`config.mk`:
```
export PLATFORM = sky130hd
export DESIGN_NAME = if_stage
export DESIGN_NICKNAME = d
export VERILOG_FILES = /design/src/rtl/if_fetch_pkg.sv /design/src/rtl/if_ctrl_pkg.sv /design/src/rtl/if_fetch_intf.sv /design/src/rtl/if_stage.sv /design/src/rtl/if_id_pipe.sv /design/src/rtl/if_fetch_unit.sv /design/src/rtl/if_fetch_addr_mux.sv
export VERILOG_INCLUDE_DIRS = /design/src /design/src/rtl
export SDC_FILE = /design/constraint.sdc
export NUM_CORES = 1
export LEC_CHECK = 0
export ABC_AREA = 0
export ABC_CLOCK_PERIOD_IN_PS = 4800
export BUFFER_PORTS_ARGS = -buffer_cell sky130_fd_sc_hd__buf_4
export CORE_MARGIN = 2
export CORE_UTILIZATION = 37
export DETAILED_ROUTE_END_ITERATION = 6
export SLEW_MARGIN = 20
export SYNTH_ARGS = -nofsm -noshare
export SYNTH_HDL_FRONTEND = slang
export SYNTH_SLANG_ARGS = --single-unit
export TNS_END_PERCENT = 5
```
`constraint.sdc`:
```
create_clock -name clk_i -period 4.8 [get_ports clk_i]
set_input_delay 0.24 -clock clk_i [delete_from_list [all_inputs] [get_ports clk_i]]
set_output_delay 0.24 -clock clk_i [all_outputs]
set_load 0.01 [all_outputs]
```
`src/rtl/if_params.svh`:
```
// fetch front end parameters
// widths, debug entry points and exception vector layout

`ifndef IF_PARAMS_SVH
`define IF_PARAMS_SVH

// address and instruction word width
`define IF_XLEN 32

// debug module entry points
`define IF_DM_HALT_ADDR 32'h1A110800
`define IF_DM_EXC_ADDR  32'h1A110808

// boot entry inside the 256-byte aligned boot region
`define IF_BOOT_OFFSET 8'h80

// low bits of mtvec and boot address replaced by the mux
`define IF_MTVEC_LSB 8
// interrupt id to vector offset shift
`define IF_VEC_SHIFT 2

`endif
```
`src/rtl/if_fetch_pkg.sv`:
```
// fetch datapath types
// byte address and instruction word

`include "if_params.svh"

package if_fetch_pkg;

  // byte address on the instruction bus
  typedef logic [`IF_XLEN-1:0] addr_t;

  // one fetched instruction word
  typedef logic [`IF_XLEN-1:0] instr_t;

  // size of one word in bytes, used for sequential increment
  localparam int unsigned WordBytes = `IF_XLEN / 8;

  // number of byte offset bits inside a word
  localparam int unsigned WordOffW = $clog2(WordBytes);

endpackage

```
`src/rtl/if_ctrl_pkg.sv`:
```
// fetch control types
// next-pc source select, exception vector select and exception cause

package if_ctrl_pkg;

  ////////////////////////////////////////////////////////////////////
  // pc selection
  ////////////////////////////////////////////////////////////////////

  // source of the next fetch address on a redirect
  typedef enum logic [2:0] {
    PC_BOOT = 3'd0,
    PC_JUMP = 3'd1,
    PC_EXC  = 3'd2,
    PC_ERET = 3'd3,
    PC_DRET = 3'd4
  } pc_sel_e;

  // source of the exception vector
  typedef enum logic [1:0] {
    EXC_PC_EXC     = 2'd0,
    EXC_PC_IRQ     = 2'd1,
    EXC_PC_DBD     = 2'd2,
    EXC_PC_DBG_EXC = 2'd3
  } exc_pc_sel_e;

  ////////////////////////////////////////////////////////////////////
  // exception cause
  ////////////////////////////////////////////////////////////////////

  // top bit marks an interrupt, low bits hold the interrupt id
  typedef struct packed {
    logic       irq;
    logic [4:0] irq_id;
  } exc_cause_t;

endpackage

```
`src/rtl/if_fetch_intf.sv`:
```
// fetched word channel
// carries one buffered word from the fetch unit to the IF-ID register

`timescale 1ns/1ns

interface if_fetch_intf;

  // word handshake, transfer when valid and ready are both high
  logic                 fetch_valid;
  logic                 fetch_ready;
  // word payload
  if_fetch_pkg::instr_t fetch_rdata;
  if_fetch_pkg::addr_t  fetch_addr;
  logic                 fetch_err;

  // fetch unit side
  modport src (
    output fetch_valid, fetch_rdata, fetch_addr, fetch_err,
    input  fetch_ready
  );

  // pipeline register side
  modport dst (
    input  fetch_valid, fetch_rdata, fetch_addr, fetch_err,
    output fetch_ready
  );

endinterface

```
`src/rtl/if_stage.sv`:
```
// instruction fetch stage top
// address mux feeds the fetch unit, the fetch unit feeds the IF-ID register

`timescale 1ns/1ns

module if_stage (
  input  logic                     clk_i,
  input  logic                     rst_ni,

  input  if_fetch_pkg::addr_t      boot_addr_i,
  input  logic                     req_i,

  // instruction bus
  output logic                     instr_req_o,
  output if_fetch_pkg::addr_t      instr_addr_o,
  input  logic                     instr_gnt_i,
  input  logic                     instr_rvalid_i,
  input  if_fetch_pkg::instr_t     instr_rdata_i,
  input  logic                     instr_err_i,

  // towards decode
  output logic                     instr_valid_id_o,
  output logic                     instr_new_id_o,
  output if_fetch_pkg::instr_t     instr_rdata_id_o,
  output if_fetch_pkg::instr_t     instr_rdata_alu_id_o,
  output logic                     instr_fetch_err_o,
  output if_fetch_pkg::addr_t      pc_if_o,
  output if_fetch_pkg::addr_t      pc_id_o,

  // control from the core
  input  logic                     instr_valid_clear_i,
  input  logic                     pc_set_i,
  input  if_ctrl_pkg::pc_sel_e     pc_mux_i,
  input  if_ctrl_pkg::exc_pc_sel_e exc_pc_mux_i,
  input  if_ctrl_pkg::exc_cause_t  exc_cause_i,
  input  if_fetch_pkg::addr_t      branch_target_i,

  // csr values
  input  if_fetch_pkg::addr_t      csr_mepc_i,
  input  if_fetch_pkg::addr_t      csr_depc_i,
  input  if_fetch_pkg::addr_t      csr_mtvec_i,
  output logic                     csr_mtvec_init_o,

  input  logic                     id_in_ready_i,
  output logic                     if_busy_o
);

  if_fetch_pkg::addr_t fetch_addr_n;

  // word channel between fetch unit and pipeline register
  if_fetch_intf i_fetch_if ();

  if_fetch_addr_mux i_addr_mux (
    .pc_mux_i        (pc_mux_i),
    .exc_pc_mux_i    (exc_pc_mux_i),
    .exc_cause_i     (exc_cause_i),
    .boot_addr_i     (boot_addr_i),
    .branch_target_i (branch_target_i),
    .csr_mepc_i      (csr_mepc_i),
    .csr_depc_i      (csr_depc_i),
    .csr_mtvec_i     (csr_mtvec_i),
    .fetch_addr_n_o  (fetch_addr_n)
  );

  if_fetch_unit i_fetch_unit (
    .clk_i          (clk_i),
    .rst_ni         (rst_ni),
    .req_i          (req_i),
    .pc_set_i       (pc_set_i),
    .fetch_addr_n_i (fetch_addr_n),
    .instr_req_o    (instr_req_o),
    .instr_addr_o   (instr_addr_o),
    .instr_gnt_i    (instr_gnt_i),
    .instr_rvalid_i (instr_rvalid_i),
    .instr_rdata_i  (instr_rdata_i),
    .instr_err_i    (instr_err_i),
    .busy_o         (if_busy_o),
    .fetch          (i_fetch_if)
  );

  if_id_pipe i_id_pipe (
    .clk_i                (clk_i),
    .rst_ni               (rst_ni),
    .fetch                (i_fetch_if),
    .id_in_ready_i        (id_in_ready_i),
    .pc_set_i             (pc_set_i),
    .instr_valid_clear_i  (instr_valid_clear_i),
    .instr_valid_id_o     (instr_valid_id_o),
    .instr_new_id_o       (instr_new_id_o),
    .instr_rdata_id_o     (instr_rdata_id_o),
    .instr_rdata_alu_id_o (instr_rdata_alu_id_o),
    .instr_fetch_err_o    (instr_fetch_err_o),
    .pc_id_o              (pc_id_o)
  );

  // address of the word waiting in the fetch buffer
  assign pc_if_o = i_fetch_if.fetch_addr;

  // csr file loads mtvec from the boot address on a boot redirect
  assign csr_mtvec_init_o = pc_set_i & (pc_mux_i == if_ctrl_pkg::PC_BOOT);

endmodule

```
`src/rtl/if_id_pipe.sv`:
```
// IF-ID pipeline register
// captures each accepted word with its pc and error, tracks valid and new

`timescale 1ns/1ns

module if_id_pipe (
  input  logic                 clk_i,
  input  logic                 rst_ni,

  // word from the fetch unit
  if_fetch_intf.dst            fetch,

  input  logic                 id_in_ready_i,
  input  logic                 pc_set_i,
  input  logic                 instr_valid_clear_i,

  // towards decode
  output logic                 instr_valid_id_o,
  output logic                 instr_new_id_o,
  output if_fetch_pkg::instr_t instr_rdata_id_o,
  output if_fetch_pkg::instr_t instr_rdata_alu_id_o,
  output logic                 instr_fetch_err_o,
  output if_fetch_pkg::addr_t  pc_id_o
);

  logic valid_d;
  logic new_d;

  // decode readiness is the only back-pressure
  assign fetch.fetch_ready = id_in_ready_i;

  // a word enters the register on every transfer
  assign new_d = fetch.fetch_valid & fetch.fetch_ready;

  // a word arriving with a redirect is squashed
  // valid holds until decode clears it
  assign valid_d = (new_d & ~pc_set_i) | (instr_valid_id_o & ~instr_valid_clear_i);

  ////////////////////////////////////////////////////////////////////
  // flags
  ////////////////////////////////////////////////////////////////////

  always_ff @(posedge clk_i or negedge rst_ni) begin
    if (!rst_ni) begin
      instr_valid_id_o <= 1'b0;
      instr_new_id_o   <= 1'b0;
    end else begin
      instr_valid_id_o <= valid_d;
      // one cycle pulse per accepted word
      instr_new_id_o   <= new_d;
    end
  end

  ////////////////////////////////////////////////////////////////////
  // word, pc and error
  ////////////////////////////////////////////////////////////////////

  always_ff @(posedge clk_i or negedge rst_ni) begin
    if (!rst_ni) begin
      instr_rdata_id_o     <= '0;
      instr_rdata_alu_id_o <= '0;
      instr_fetch_err_o    <= 1'b0;
      pc_id_o              <= '0;
    end else if (new_d) begin
      instr_rdata_id_o     <= fetch.fetch_rdata;
      // second copy feeds the alu operand path, cuts fan-out
      instr_rdata_alu_id_o <= fetch.fetch_rdata;
      instr_fetch_err_o    <= fetch.fetch_err;
      pc_id_o              <= fetch.fetch_addr;
    end
  end

endmodule

```
`src/rtl/if_fetch_unit.sv`:
```
// instruction bus requester
// one request outstanding at a time, responses land in a one-entry buffer
// responses of a redirected stream are dropped

`timescale 1ns/1ns

`include "if_params.svh"

module if_fetch_unit (
  input  logic                 clk_i,
  input  logic                 rst_ni,

  input  logic                 req_i,
  input  logic                 pc_set_i,
  input  if_fetch_pkg::addr_t  fetch_addr_n_i,

  // instruction bus
  output logic                 instr_req_o,
  output if_fetch_pkg::addr_t  instr_addr_o,
  input  logic                 instr_gnt_i,
  input  logic                 instr_rvalid_i,
  input  if_fetch_pkg::instr_t instr_rdata_i,
  input  logic                 instr_err_i,

  output logic                 busy_o,

  // buffered word towards the IF-ID register
  if_fetch_intf.src            fetch
);

  // sequential stream address
  if_fetch_pkg::addr_t  fetch_addr_q;
  // request raised but not yet granted
  logic                 hold_q;
  logic                 hold_stale_q;
  if_fetch_pkg::addr_t  hold_addr_q;
  // granted request waiting for rvalid
  logic                 out_q;
  logic                 discard_q;
  if_fetch_pkg::addr_t  rsp_addr_q;
  // one-entry word buffer
  logic                 buf_valid_q;
  if_fetch_pkg::instr_t buf_rdata_q;
  if_fetch_pkg::addr_t  buf_addr_q;
  logic                 buf_err_q;

  logic                 req_new;
  logic                 gnt_acc;
  logic                 rsp_keep;
  logic                 buf_pop;
  if_fetch_pkg::addr_t  redir_addr;

  ////////////////////////////////////////////////////////////////////
  // request side
  ////////////////////////////////////////////////////////////////////

  // fresh request only with an empty buffer and an idle bus
  assign req_new = req_i & ~pc_set_i & ~buf_valid_q & ~out_q & ~hold_q;

  // an ungranted request stays up, also across a redirect
  assign instr_req_o  = hold_q | req_new;
  assign instr_addr_o = hold_q ? hold_addr_q : fetch_addr_q;
  assign gnt_acc      = instr_req_o & instr_gnt_i;

  assign busy_o = instr_req_o | out_q;

  // redirect target, forced to a word boundary
  assign redir_addr = {fetch_addr_n_i[`IF_XLEN-1:if_fetch_pkg::WordOffW],
                       {if_fetch_pkg::WordOffW{1'b0}}};

  ////////////////////////////////////////////////////////////////////
  // response side
  ////////////////////////////////////////////////////////////////////

  // drop answers of an old stream, and anything arriving with a redirect
  assign rsp_keep = instr_rvalid_i & out_q & ~discard_q & ~pc_set_i;
  assign buf_pop  = buf_valid_q & fetch.fetch_ready;

  always_ff @(posedge clk_i or negedge rst_ni) begin
    if (!rst_ni) begin
      fetch_addr_q <= '0;
      hold_q       <= 1'b0;
      hold_stale_q <= 1'b0;
      out_q        <= 1'b0;
      discard_q    <= 1'b0;
      buf_valid_q  <= 1'b0;
    end else begin
      // stream address, redirect wins over the grant increment
      if (pc_set_i) begin
        fetch_addr_q <= redir_addr;
      end else if (gnt_acc && !hold_stale_q) begin
        fetch_addr_q <= fetch_addr_q + if_fetch_pkg::addr_t'(if_fetch_pkg::WordBytes);
      end

      // held request remembers a redirect seen while waiting
      hold_q       <= instr_req_o & ~instr_gnt_i;
      hold_stale_q <= instr_req_o & ~instr_gnt_i & (hold_stale_q | pc_set_i);

      // outstanding tracking, grant and rvalid never coincide
      if (gnt_acc) begin
        out_q     <= 1'b1;
        discard_q <= hold_stale_q | pc_set_i;
      end else if (instr_rvalid_i) begin
        out_q     <= 1'b0;
        discard_q <= 1'b0;
      end else if (pc_set_i && out_q) begin
        discard_q <= 1'b1;
      end

      // buffer flag, flushed on redirect
      if (pc_set_i) begin
        buf_valid_q <= 1'b0;
      end else if (rsp_keep) begin
        buf_valid_q <= 1'b1;
      end else if (buf_pop) begin
        buf_valid_q <= 1'b0;
      end
    end
  end

  // payload registers
  always_ff @(posedge clk_i) begin
    if (req_new && !instr_gnt_i) begin
      hold_addr_q <= fetch_addr_q;
    end
    if (gnt_acc) begin
      rsp_addr_q <= instr_addr_o;
    end
    if (rsp_keep) begin
      buf_rdata_q <= instr_rdata_i;
      buf_addr_q  <= rsp_addr_q;
      buf_err_q   <= instr_err_i;
    end
  end

  // buffer drives the word channel
  assign fetch.fetch_valid = buf_valid_q;
  assign fetch.fetch_rdata = buf_rdata_q;
  assign fetch.fetch_addr  = buf_addr_q;
  assign fetch.fetch_err   = buf_err_q;

endmodule

```
`src/rtl/if_fetch_addr_mux.sv`:
```
// next fetch address selection
// builds the exception vector, then picks boot, jump, vector or return pc

`timescale 1ns/1ns

`include "if_params.svh"

module if_fetch_addr_mux (
  input  if_ctrl_pkg::pc_sel_e     pc_mux_i,
  input  if_ctrl_pkg::exc_pc_sel_e exc_pc_mux_i,
  input  if_ctrl_pkg::exc_cause_t  exc_cause_i,
  input  if_fetch_pkg::addr_t      boot_addr_i,
  input  if_fetch_pkg::addr_t      branch_target_i,
  input  if_fetch_pkg::addr_t      csr_mepc_i,
  input  if_fetch_pkg::addr_t      csr_depc_i,
  input  if_fetch_pkg::addr_t      csr_mtvec_i,
  output if_fetch_pkg::addr_t      fetch_addr_n_o
);

  if_fetch_pkg::addr_t mtvec_base;
  if_fetch_pkg::addr_t irq_offset;
  if_fetch_pkg::addr_t boot_entry;
  if_fetch_pkg::addr_t exc_pc;

  // vector table base, low bits forced to zero
  assign mtvec_base = {csr_mtvec_i[`IF_XLEN-1:`IF_MTVEC_LSB], {`IF_MTVEC_LSB{1'b0}}};

  // one word per interrupt line
  assign irq_offset = if_fetch_pkg::addr_t'(exc_cause_i.irq_id) << `IF_VEC_SHIFT;

  // boot entry sits at a fixed offset in the aligned boot region
  assign boot_entry = {boot_addr_i[`IF_XLEN-1:`IF_MTVEC_LSB], `IF_BOOT_OFFSET};

  ////////////////////////////////////////////////////////////////////
  // exception vector
  ////////////////////////////////////////////////////////////////////

  always_comb begin
    case (exc_pc_mux_i)
      if_ctrl_pkg::EXC_PC_EXC:     exc_pc = mtvec_base;
      // vectored mode, offset lands inside the cleared low bits
      if_ctrl_pkg::EXC_PC_IRQ:     exc_pc = mtvec_base | irq_offset;
      if_ctrl_pkg::EXC_PC_DBD:     exc_pc = `IF_DM_HALT_ADDR;
      if_ctrl_pkg::EXC_PC_DBG_EXC: exc_pc = `IF_DM_EXC_ADDR;
      default:                     exc_pc = mtvec_base;
    endcase
  end

  ////////////////////////////////////////////////////////////////////
  // fetch address
  ////////////////////////////////////////////////////////////////////

  always_comb begin
    case (pc_mux_i)
      if_ctrl_pkg::PC_BOOT: fetch_addr_n_o = boot_entry;
      if_ctrl_pkg::PC_JUMP: fetch_addr_n_o = branch_target_i;
      if_ctrl_pkg::PC_EXC:  fetch_addr_n_o = exc_pc;
      // return from trap handler
      if_ctrl_pkg::PC_ERET: fetch_addr_n_o = csr_mepc_i;
      // return from debug mode
      if_ctrl_pkg::PC_DRET: fetch_addr_n_o = csr_depc_i;
      // unknown select restarts at the boot entry
      default:              fetch_addr_n_o = boot_entry;
    endcase
  end

endmodule

```
Word-level counts from Yosys, hierarchy flattened

Cells that the tools add are included.

Flip-flop bits (word level): 233
Input port bits: 212
Output and inout bits: 166
Logic and storage cells: 74

Add/sub/neg operators: 1
Equality and inequality tests: 7
Multiplexer cells: 13
Bitwise operators: 26
Reductions and logical operators: 11

Operators with widths:

| kind                  | number |
|---|---|
| $pmux 32 s4           | 2 |
| $mux 32               | 3 |
| $add 32x3->32 const B | 1 |
| $or 32x7->32          | 1 |
| $and 1x1->1           | 14 |
| $mux 1                | 8 |
| $not 1->1             | 7 |
| $eq 3x2->1 const B    | 2 |
| $reduce_bool 3->1     | 2 |
| $eq 2x2->1 const B    | 2 |
| $or 1x1->1            | 4 |
| $reduce_bool 2->1     | 2 |
| $eq 3x1->1 const B    | 1 |
| $eq 3x3->1 const B    | 1 |
| $logic_and 1x1->1     | 3 |
| $logic_not 3->1       | 1 |
| $eq 2x1->1 const B    | 1 |
| $logic_not 1->1       | 2 |
| $logic_not 2->1       | 1 |

Depth between registers and ports, before layout

Gate-level depths: netlist of run 1.

Word-level depth: 10
Mapped depth: 8

Modules after synthesis

From an unflattened synthesis of run 1, not the netlist that was laid out.

Cells, all modules: 792
Area total of the unflattened synthesis: 10,612.7 um^2

By module, submodules not included:

| module            | instances | cells each | area each (um^2) |
|---|---|---|---|
| if_fetch_unit     | 1         | 412        | 6,242.2 |
| if_id_pipe        | 1         | 176        | 2,889.0 |
| if_fetch_addr_mux | 1         | 203        | 1,466.4 |
| if_stage          | 1         | 1          | 15.0 |

Worst setup path after synthesis of run 1

No wires, ideal clock.

Path type: reg2reg
Start: register i_fetch_unit.hold_q
End: register i_fetch_unit.hold_addr_q[10] (enable)
Setup time: 461 ps
Arrival time: 3,119 ps
Slack: 1,220 ps
Stages on the path, launching flop included: 4
Buffers on the path: 2
Period minus slack after synthesis: 3,580 ps
Cell sequence: dfrtp_1 > clkbuf_1 > buf_1 > nor3b_1

Word-level cells in the longest chain between the ends: 3

Ends and longest elaborated chain:

| element                | RTL line             | RTL |
|---|---|---|
| from (decl)            | if_fetch_unit.sv:34  | `logic hold_q;` |
| from (signal assigned) | if_fetch_unit.sv:96  | `hold_q <= instr_req_o & ~instr_gnt_i;` |
| $not 1->1              | if_fetch_unit.sv:58  | `assign req_new = req_i & ~pc_set_i & ~buf_valid_q & ~out_q & ~hold_q;` |
| $and 1x1->1            | if_fetch_unit.sv:58  |  |
| $logic_and 1x1->1      | if_fetch_unit.sv:123 | `if (req_new && !instr_gnt_i) begin` |
| to (signal assigned)   | if_fetch_unit.sv:124 | `hold_addr_q <= fetch_addr_q;` |
| to (decl)              | if_fetch_unit.sv:36  | `if_fetch_pkg::addr_t hold_addr_q;` |

Every way passes these cells.
A chain may end at the register's enable or synchronous reset.

Worst setup path after layout of run 1

Start: register i_fetch_unit.hold_q
End: register i_fetch_unit.fetch_addr_q[29]

Word-level cells in the longest chain between the ends: 6

Ends and longest elaborated chain:

| element                         | RTL line            | RTL |
|---|---|---|
| $not 1->1                       | if_fetch_unit.sv:58 |  |
| $and 1x1->1                     | if_fetch_unit.sv:58 |  |
| $or 1x1->1 (*)                  | if_fetch_unit.sv:61 | `assign instr_req_o = hold_q \| req_new;` |
| $and 1x1->1 (*)                 | if_fetch_unit.sv:63 | `assign gnt_acc = instr_req_o & instr_gnt_i;` |
| $logic_and 1x1->1 (*)           | if_fetch_unit.sv:91 | `end else if (gnt_acc && !hold_stale_q) begin` |
| $reduce_bool 2->1 (no line) (*) | n/a                 |  |
| to (signal assigned)            | if_fetch_unit.sv:90 | `fetch_addr_q <= redir_addr;` |
| to (signal assigned)            | if_fetch_unit.sv:92 | `fetch_addr_q <= fetch_addr_q + if_fetch_pkg::addr_t'(if_fetch_pkg::WordBytes);` |
| to (decl)                       | if_fetch_unit.sv:32 | `if_fetch_pkg::addr_t fetch_addr_q;` |

Every way passes the cells marked *; elsewhere a longest branch is shown, timed or not.

==> metrics.md, run 1 <==
| Metric | Value |
|---|---|
| Port Buffer Count | 348 |
| First-pass GRT wire length | 42700 µm |
| Antenna violations before repair | 0 |
| Clock sink count | 223 |
| Avg Cell Area, Syn | 13.5 µm² |
| Met1 Usage GRT | 24.2% |
| GR peak layer | met2 |
| # IOs | 378 |
| CTS tree | done |
| Fin crit share | 48.6% |
| Post-Syn Instances | 739 |
| Max Cap Violations | 0 |
| Largest stage delay on the critical path | 0.91 ns |
| Worst reg2reg setup slack | 2.47 ns |
| XOR/XNOR Fraction of Synth Area | 2.28% |
| Hold Path Class | in -> reg |
| Required @ worst endpoint | 5.19 ns |
| CP max stage cell | dfrtp_2 |
| Pwr Density | 433 nW/µm² |
| Global route overflow | 0 |
| Async SR Flop Fraction | 44.8% |
| Leakage | 5.75 nW |
| Kind of cell adding the most delay to the critical path | flip-flops |
| GR Util All Layers | 19.2% |
| Initial DRC Count | 346 |
| Post-route cell area | 13700 µm² |
| WL final | 28300 µm |
| Largest net degree at the start of global routing | 66 |
| Top-count cell post-synth | edfxtp_1 |
| R2r endpoint | i_fetch_unit.fetch_addr_q[29] |
| Initial Util | 37.4% |
| Die area | 28400 µm² |
| Post-Synth Adder-Cell Area | 0.125% |
| Max Clock Freq | 428 MHz |
| Die width | 168 µm |
| Fin. Hold Viols | 0 |
| Yosys cell types | 70 |
| Vias in the first global route | 7406 |
| Num rows | 60 |
| Setup_tns | 0 ns |
| Leading cell types by count after synthesis | edfxtp_1 (123), dfrtp_1 (100), mux2_2 (95) |
| Ant. Diodes | 0 |
| Fin util | 51.2% |
| Compound-Gate Fraction of Synth Area | 9.73% |
| Layout area overhead | 37.0% |
| Unrepaired setup endpoints after global routing | no |
| Critical path arrival | 2.72 ns |
| Dominant cells by area after synthesis | edfxtp_1 (37%), dfrtp_1 (25%), mux2_2 (11%) |
| Number of remaining DRC errors | 0 |
| Nets@finish | 1291 |
| Max-slew violations | 0 |
| Mapped cell area | 10000 µm² |
| Post-DRT Antenna Nets | 0 |
| Multiplexer share of the synthesized area | 11.6% |
| Cell depth of the worst hold path | 3 |
| Share of cells above drive strength 1 | 45.3% |
| Main synth FF type | edfxtp_1 |
| EDFF count, synth | 123 |
| #FFs+latches synth | 223 |
| Outcome | finished clean |
| Top-area cell type share of the netlist area | 36.9% |
| YS warnings | 0 |
| Clk_lat worst skew | 0.50 ns |
| Hold Path End | i_fetch_unit.fetch_addr_q[26] |
| Core area | 26700 µm² |
| Clock transition at path regs | 0.06 ns |
| Drt pass-1 iters | 5 |
| GR Util met3 | 4.23% |
| Critical path type | reg -> reg |
| CTS buffer count | 23 |
| Layout Skew | 0.00892 ns |
| Chip height | 168 µm |
| Crit. End Element | flop |
| Root Driver | clkbuf_16 |
| Max H-tree Level | 1 |
| GP Congestion | 0.851 |
| Final count of negative-setup-slack endpoints | 0 |
| HP Start | csr_mtvec_i[26] |
| Slew HR | 36.4% |
| Cell Chain, Critical Path | o21ai_2 > nor4_1 > xor2_1 > mux2_2 |
| Cell taking the most area after synthesis | edfxtp_1 |
| Worst-Margin Slew | 0.954 ns |
| Setup bufs post-CTS | 0 |
| Worst vdd ir | 0.000192 V |
| Reg-to-reg startpoint | i_fetch_unit.hold_q |
| Path depth of the worst reg2reg path | 4 |
| Startpoint type of the worst setup path | flop |
| Placed inst area | 12600 µm² |
| Critical path fanouts, max | 40 |
| Simple-gate portion of the synthesized area | 8.92% |
| Post-DR wirelength/cell | 19.7 µm |
| Vias | 7307 |
| Via density | 5.09 |
| HPWL Detailed | 20600 µm |
| Largest family of logic cells by synthesized area | multiplexers |
| Deepest clock path buffer count | 3 |
| Layout fillers | 2342 |
| GRT met2 Usage | 33.6% |
| Worst path buffer plus inverter count | 0 |
| Sequential-to-total area share from yosys stat | 62.0% |
| Min cycle time layout | 2.33 ns |
==> power by group <==
group	switching (W)	internal, W
combinational	0.000711	0.000933
clock	0.000697	0.000963
sequential	0.000234	0.00239
==> what timing repair did <==
item                                    4_1_cts  5_1_grt
endpoints found under the hold margin        86        0
gates resized for setup                       0        0
endpoints found under the setup margin        0        0
hold buffers                                 37        0
==> final cells by class <==
class	instances	area, µm²	area share, %
clock buffers	30	623	4.55
flip-flops and latches	223	6200	45.2
well taps	341	427	3.12
clock inverters	11	71.3	0.521
multi-input cells	427	3300	24.1
inverters	13	48.8	0.356
repair buffers	390	3020	22.1
==> how the worst max path moves through the flow <==
stage | from | to | slack (ns) | cells past startpoint
detailed placement | pc_set_i | i_fetch_unit.hold_addr_q[31] | 2.32 | 4
CTS | i_fetch_unit.hold_q | i_fetch_unit.fetch_addr_q[29] | 2.42 | 4
global route | i_fetch_unit.hold_q | i_fetch_unit.fetch_addr_q[31] | 2.23 | 4
global placement | pc_set_i | i_fetch_unit.hold_addr_q[26] | 2.35 | 4
finish | i_fetch_unit.hold_q | i_fetch_unit.fetch_addr_q[29] | 2.47 | 4
floorplan | i_fetch_unit.hold_q | i_fetch_unit.hold_addr_q[10] | 1.22 | 3
==> kinds of logic (layout without fill, tap and decap cells) <==
logic type,after synthesis,count (layout)
other cells,1,6
xor+xnor,26,26
flops,223,223
fa+ha+maj,1,1
mux,104,104
simple gates,151,151
buf+inv,94,444
compound gates,139,139
==> cell usage in the layout (no fill, tap or decap), types with 5 or more instances in the layout <==
cell,synthesis,routed
o21ai_1,15,15
mux2i_1,8,8
xor2_1,6,6
a21oi_1,22,22
clkbuf_1,21,6
nand4_1,5,5
and4_1,6,5
clkbuf_16,0,24
o221ai_1,7,7
inv_1,11,11
a22o_1,6,6
and3_1,9,9
buf_4,43,352
nor2b_1,7,7
o211ai_1,5,5
o21a_1,5,5
nand3_1,19,19
nor2_1,26,26
o22ai_1,9,9
nand2_1,33,32
dfrtp_1,100,99
mux2_2,95,95
o21ai_0,15,15
xnor2_1,20,20
clkinv_1,1,8
and2_1,5,5
nor4_2,6,6
nor3_1,13,13
edfxtp_1,123,123
conb_1,1,6
a222oi_1,9,9
dlygate4sd3_1,0,37
a22oi_1,14,14
==> metrics by stage <==
stage	total power, W	setup WS (ns)	std cells	hold slack, ns
floorplan	0.00349	1.22	744	-0.0556
global placement	0.00426	2.35	1356	0.327
detailed placement	0.00430	2.32	1356	0.327
CTS	0.00601	2.42	1434	0.0125
global route	0.00623	2.23	1435	0.0334
finish	0.00593	2.47	1435	0.0328
==> registers in the layout, indices dropped and copies added, names as in the netlist, 30 cells and up <==
| name | flops |
|---|---|
| i_id_pipe.instr_rdata_id_o | 32 |
| i_fetch_unit.fetch.fetch_rdata | 32 |
| i_fetch_unit.hold_addr_q | 30 |
| i_fetch_unit.fetch.fetch_addr | 30 |
| i_fetch_unit.rsp_addr_q | 30 |
| i_id_pipe.pc_id_o | 30 |
| i_fetch_unit.fetch_addr_q | 30 |
==> routing by layer <==
layer | part of all wire, % | vias to the layer above | wire (µm)
met5 | 0 | - | 0
met4 | 2.1 | 0 | 595
met3 | 6.9 | 41 | 1950
met2 | 49 | 309 | 14000
met1 | 42 | 3540 | 11800
li1 | - | 3417 | -
==> tightest hold or removal path, stage by stage <==
cell,delay (ns)
buf_4,0.08
a21oi_1,0.05
o22ai_1,0.11
(Power assumes the default switching activity.)
==> run 2, diff against run 1 <==
- ABC_AREA: 0 -> 1
- ABC_CLOCK_PERIOD_IN_PS: 4800 -> 2000
- PLACE_DENSITY: default -> 0.65
- clock period: 4.8 -> 2 ns (I/O delays scaled with it)
==> run 2 against run 1 <==
Against the previous run:
- worst setup slack got worse by 2.4 ns
- clock skew rose by 0.00072 ns
- design area grew 6.2%
- global-route usage grew 2.5 points
- sequential share of layout area down 2.6 points
- utilization rose by 1.2 points
- power rose to 2.6 times the previous value
- largest cell class unchanged
- highest routed layer unchanged
==> metrics.md, run 2 <==
| Metric | Value |
|---|---|
| Outcome | finished clean |
| Slew HR | 60.8% |
| Top-count cell post-synth | nand2_1 |
| Vias | 9105 |
| Deepest clock path buffer count | 3 |
| First-pass GRT wire length | 49200 µm |
| Critical path arrival | 1.84 ns |
| Max-slew violations | 0 |
| Pwr Density | 1060 nW/µm² |
| Worst-Margin Slew | 0.588 ns |
| Max Cap Violations | 0 |
| Cell taking the most area after synthesis | edfxtp_1 |
| Fin crit share | 97.0% |
| Clock sink count | 223 |
| Min cycle time layout | 1.94 ns |
| Largest stage delay on the critical path | 0.51 ns |
| Num rows | 61 |
| Critical path type | reg -> out |
| GP Congestion | 0.941 |
| Clk_lat worst skew | 0.50 ns |
| Nets@finish | 1765 |
| Startpoint type of the worst setup path | flop |
| Hold Path Class | in -> reg |
| Fin util | 52.5% |
| Antenna violations before repair | 0 |
| Setup bufs post-CTS | 0 |
| Largest net degree at the start of global routing | 65 |
| Commonest non-fill, non-tap cell in the layout | nand2_1 |
| Yosys cell types | 33 |
| # IOs | 378 |
| Worst vdd ir | 0.000437 V |
| Layout fillers | 2583 |
| Mapped cell area | 10400 µm² |
| Root Driver | clkbuf_16 |
| Leading cell types by count after synthesis | nand2_1 (540), edfxtp_1 (123), dfrtp_1 (100), nor2_1 (100), o21ai_0 (52) |
| WL final | 32800 µm |
| CP max stage cell | dfrtp_1 |
| Top-area cell type share of the netlist area | 35.6% |
| YS warnings | 0 |
| Share of cells above drive strength 1 | 28.2% |
| Avg Cell Area, Syn | 8.74 µm² |
| Post-DRT Antenna Nets | 0 |
| Vias in the first global route | 8943 |
| Worst Hold Margin | 0.0141 ns |
| Via density | 4.67 |
| Port Buffer Count | 348 |
| Number of remaining DRC errors | 0 |
| Max Clock Freq | 515 MHz |
| Die width | 171 µm |
| Drt pass-1 iters | 5 |
| CTS buffer count | 24 |
| #FFs+latches synth | 223 |
| Die area | 29400 µm² |
| Layout area overhead | 40.1% |
| Most frequent cells in the layout | nand2_1 (539), buf_4 (369), edfxtp_1 (123), nor2_1 (100), dfrtp_1 (98) |
| Post-Syn Instances | 1188 |
| Dominant cells by area after synthesis | edfxtp_1 (36%), dfrtp_1 (24%), nand2_1 (20%) |
| HPWL Detailed | 25000 µm |
| CTS tree | done |
| Required @ worst endpoint | 1.90 ns |
| Async SR Flop Fraction | 44.8% |
| Core area | 27700 µm² |
| Unrepaired setup endpoints after global routing | no |
| GR Util All Layers | 21.7% |
| Final count of negative-setup-slack endpoints | 0 |
| Clock transition at path regs | 0.06 ns |
| Post-DR wirelength/cell | 16.9 µm |
| Chip height | 171 µm |
| Max H-tree Level | 1 |
| Final Worst Setup Slack | 0.0599 ns |
| Critical path fanouts, max | 6 |
| Sequential-to-total area share from yosys stat | 59.7% |
| Initial Util | 37.5% |
| Leakage | 6.87 nW |
| Setup WS pre-CTS | 0.156 ns |
| Fin. Hold Viols | 0 |
| Initial DRC Count | 507 |
| Layout Skew | 0.00964 ns |
| Global route overflow | 0 |
| EDFF count, synth | 123 |
| Crit. End Element | output port |
| Cell Chain, Critical Path | inv_1 > o21ai_1 > buf_4 |
| Main synth FF type | edfxtp_1 |
| Ant. Diodes | 0 |
## run 2: cell type report
cell class              instances  area, µm²  share of cell area, %
well taps                     378        473                   3.25
clock buffers                  30        654                   4.50
clock inverters                14        155                   1.07
repair buffers                417       3320                   22.8
inverters                      47        176                   1.21
flip-flops and latches        223       6200                   42.6
multi-input cells             839       3570                   24.5
## run 2: what timing repair did
item | 4_1_cts | 5_1_grt
hold endpoints to repair | 80 | 0
hold buffers | 41 | 0
resized for setup | 2 | 7
endpoints found under the setup margin | 2 | 7
## run 2: where the power goes
| group | internal [W] | total [W] | switching (W) | leakage (nW) |
|---|---|---|---|---|
| Combinational | 0.00214 | 0.00438 | 0.00224 | 4.11 |
| Sequential | 0.00580 | 0.00650 | 0.000702 | 2.37 |
| Clock | 0.00272 | 0.00448 | 0.00176 | 0.396 |
## run 2: metrics by stage
| step | instances | setup TNS, ns | cell area (µm²) | total power (W) |
|---|---|---|---|---|
| 6_report | 1948 | 0 | 14500 | 0.0154 |
| 5_1_grt | 1948 | 0 | 14500 | 0.0162 |
| 4_1_cts | 1948 | 0 | 14500 | 0.0155 |
| 3_5_place_dp | 1863 | 0 | 13300 | 0.0109 |
| 3_3_place_gp | 1863 | 0 | 13300 | 0.0108 |
| 2_1_floorplan | 1193 | -69.30 | 10400 | 0.00864 |
## run 2: path summary, 6_finish.rpt
path | endpoint | startpoint | slack (ns) | cells past startpoint
max in group asynchronous | i_id_pipe.instr_rdata_id_o[30] | rst_ni | 1.14 | 3
worst min register to register | i_fetch_unit.fetch.fetch_addr[29] | i_fetch_unit.rsp_addr_q[29] | 0.42 | 0
worst max-delay path | instr_addr_o[20] | i_fetch_unit.fetch_addr_q[20] | 0.06 | 3
worst min-delay path | i_fetch_unit.fetch_addr_q[17] | csr_mtvec_i[17] | 0.01 | 7
min in group asynchronous | i_id_pipe.instr_rdata_id_o[5] | rst_ni | 0.14 | 2
worst max register to register | i_fetch_unit.fetch_addr_q[28] | i_fetch_unit.fetch_addr_q[3] | 0.21 | 9
## run 2: logic make-up (layout without fill, tap and decap cells)
group,after synthesis,after routing,share of synthesized area (%)
AO/OA/AOI/OAI,97,97,5.02
buffers and inverters,131,508,6.46
AND/OR/NAND/NOR,726,726,27.9
XOR/XNOR,9,9,0.760
other,1,6,0.0361
flip-flops,223,223,59.7
adder cells (fa/ha/maj),1,1,0.121
## run 2: layer usage
metal,vias to the layer above,global-route usage (%),share of wire (%),wire length (µm)
li1,4517,-,-,-
met1,4176,25.9,40,13100
met2,366,39.2,50,16300
met3,46,4.76,8.0,2610
met4,0,6.12,2.4,781
met5,-,0,0,0
## run 2: critical path: cells and delay by family, from the launching register on
family | cells | cell delay (ns)
AO/OA/AOI/OAI | 1 | 0.45
buffers and inverters | 2 | 0.37
flip-flops | 1 | 0.51
==> run 3, diff against run 2 <==
- CORE_UTILIZATION: 37 -> 45
- PLACE_DENSITY: 0.65 -> 0.77
==> run 3 against run 2 <==
Against the previous run:
- clock skew is 0.022 ns higher
- final cell count is 5.0% lower
- flip-flop and latch count stayed put
- die area is 17% lower
- worst setup slack better by 0.064 ns
- critical path type unchanged
- critical endpoint is now instr_addr_o[24]
- largest power group unchanged
- highest routed layer unchanged
==> metrics.md, run 3 (synthesized netlist as in run 2, its figures left out) <==
| Metric | Value |
|---|---|
| Chip height | 156 µm |
| # IOs | 378 |
| R2r endpoint | i_fetch_unit.fetch_addr_q[28] |
| Root Driver | clkbuf_16 |
| Most frequent cells in the layout | nand2_1 (539), buf_4 (364), edfxtp_1 (123), dfrtp_1 (99), nor2_1 (98) |
| Reg-to-reg startpoint | i_fetch_unit.fetch.fetch_valid |
| Required @ worst endpoint | 1.90 ns |
| Initial DRC Count | 640 |
| Path depth of the worst reg2reg path | 8 |
| First-pass GRT wire length | 47200 µm |
| Largest stage delay on the critical path | 0.43 ns |
| Worst path buffer plus inverter count | 2 |
| GP Congestion | 0.972 |
| Vias | 9283 |
| Slew HR | 27.1% |
| HP Start | branch_target_i[18] |
| Port Buffer Count | 348 |
| Layout fillers | 1831 |
| WL final | 31200 µm |
| Clock transition at path regs | 0.07 ns |
| Share of cells above drive strength 1 | 27.5% |
| Worst reg2reg setup slack | 0.20 ns |
| Critical path type | reg -> out |
| Pwr Density | 1040 nW/µm² |
| Worst vdd ir | 0.000644 V |
| Nets@finish | 1762 |
| Vias in the first global route | 8849 |
| Setup_tns | 0 ns |
| Post-route cell area | 14300 µm² |
| Clk_lat worst skew | 0.51 ns |
| Max Clock Freq | 533 MHz |
| Die width | 156 µm |
| Num rows | 55 |
| Deepest clock path buffer count | 3 |
| Leakage | 6.81 nW |
| Final count of negative-setup-slack endpoints | 0 |
| Worst-Margin Slew | 1.09 ns |
| Largest net degree at the start of global routing | 66 |
| Min cycle time layout | 1.88 ns |
| Fin util | 63.2% |
| Max Cap Violations | 0 |
| Startpoint type of the worst setup path | flop |
| GR Util All Layers | 24.9% |
| Die area | 24300 µm² |
| Setup WS pre-CTS | 0.235 ns |
| Kind of cell adding the most delay to the critical path | buffers and inverters |
| Commonest non-fill, non-tap cell in the layout | nand2_1 |
| Max-slew violations | 0 |
| HPWL Detailed | 23200 µm |
| Final Worst Setup Slack | 0.124 ns |
| Crit. End Element | output port |
| Layout area overhead | 37.9% |
| Critical path arrival | 1.78 ns |
| Cell Chain, Critical Path | buf_6 > o21ai_0 > buf_4 |
| Number of remaining DRC errors | 0 |
| Global route overflow | 0 |
| Unrepaired setup endpoints after global routing | no |
| Fin. Hold Viols | 0 |
| Fin crit share | 93.8% |
| Max H-tree Level | 1 |
| Antenna violations before repair | 1 |
| CTS tree | done |
| Outcome | finished clean |
| Initial Util | 45.8% |
| CP max stage cell | o21ai_0 |
| Post-DRT Antenna Nets | 0 |
| Clock sink count | 223 |
| Via density | 5.02 |
| Hold Path End | i_fetch_unit.fetch_addr_q[18] |
| Critical path fanouts, max | 51 |
| Layout Skew | 0.0316 ns |
| Hold Path Class | in -> reg |
| Post-DR wirelength/cell | 16.9 µm |
| Placed inst area | 13100 µm² |
| Cell depth of the worst hold path | 7 |
| Drt pass-1 iters | 6 |
| Core area | 22600 µm² |
| Total stage count of the critical path | 3 |
| CTS buffer count | 22 |
## run 3: cell types whose count changed in the layout (fill, tap and decap cells not counted), moves of 3 or more
cell / delta
buf_12: -3
buf_4: -5
clkbuf_16: -3
dlygate4sd3_1: +6
clkbuf_8: +4
## run 3: layout make-up
| type | count | area (µm²) | area share, % |
|---|---|---|---|
| Antenna cell | 1 | 2.50 | 0.0175 |
| Clock buffer | 31 | 634 | 4.43 |
| Clock inverter | 9 | 76.3 | 0.533 |
| Inverter | 47 | 176 | 1.23 |
| Multi-Input combinational cell | 839 | 3570 | 24.9 |
| Sequential cell | 223 | 6200 | 43.3 |
| Tap cell | 285 | 357 | 2.49 |
| Timing Repair Buffer | 416 | 3290 | 23.0 |
## run 3: tightest hold or removal path: stages
cell      delay (ns)
buf_4           0.08
nand2_1         0.04
nand3_1         0.07
o21bai_1        0.07
nand2_1         0.06
nand2_1         0.04
nand2_1         0.04
## run 3: stage by stage
step,hold WS (ns),power (W),cells
after global placement,0.113,0.0107,1763
after global routing,0.0320,0.0157,1851
after floorplan,-0.196,0.00864,1193
after CTS,0.00170,0.0150,1850
final,0.0175,0.0149,1851
after detailed placement,0.121,0.0109,1763
## run 3: worst max path at each step
stage                                       from                                 to  slack (ns)
finish                       i_fetch_unit.hold_q                   instr_addr_o[24]        0.12
global route        i_fetch_unit.fetch_addr_q[2]      i_fetch_unit.fetch_addr_q[28]        0.04
CTS                          i_fetch_unit.hold_q                   instr_addr_o[21]        0.01
detailed placement  i_fetch_unit.fetch_addr_q[2]      i_fetch_unit.fetch_addr_q[28]        0.23
global placement    i_fetch_unit.fetch_addr_q[2]      i_fetch_unit.fetch_addr_q[12]        0.28
floorplan                     i_fetch_unit.out_q  i_fetch_unit.fetch.fetch_addr[10]       -0.91
## run 3: power breakdown
group,leakage [nW],switching (W),internal (W)
sequential,2.37,0.000702,0.00580
clock,0.351,0.00167,0.00234
combinational,4.10,0.00225,0.00213
total,6.81,0.00462,0.0103
## run 3: repair_timing
action,4_1_cts,5_1_grt
endpoints found under the setup margin,2,10
endpoints found under the hold margin,79,0
pin swaps,0,0
resized for setup,2,6
buffers inserted,0,0
hold buffers,47,0
## run 3: routing by layer
| layer | up-vias | wire, µm | track usage, % |
|---|---|---|---|
| met5 | - | 0 | 0 |
| met4 | 0 | 1050 | 8.52 |
| met3 | 60 | 2610 | 5.44 |
| met2 | 436 | 15800 | 45.0 |
| met1 | 4275 | 11700 | 29.3 |
| li1 | 4512 | - | - |
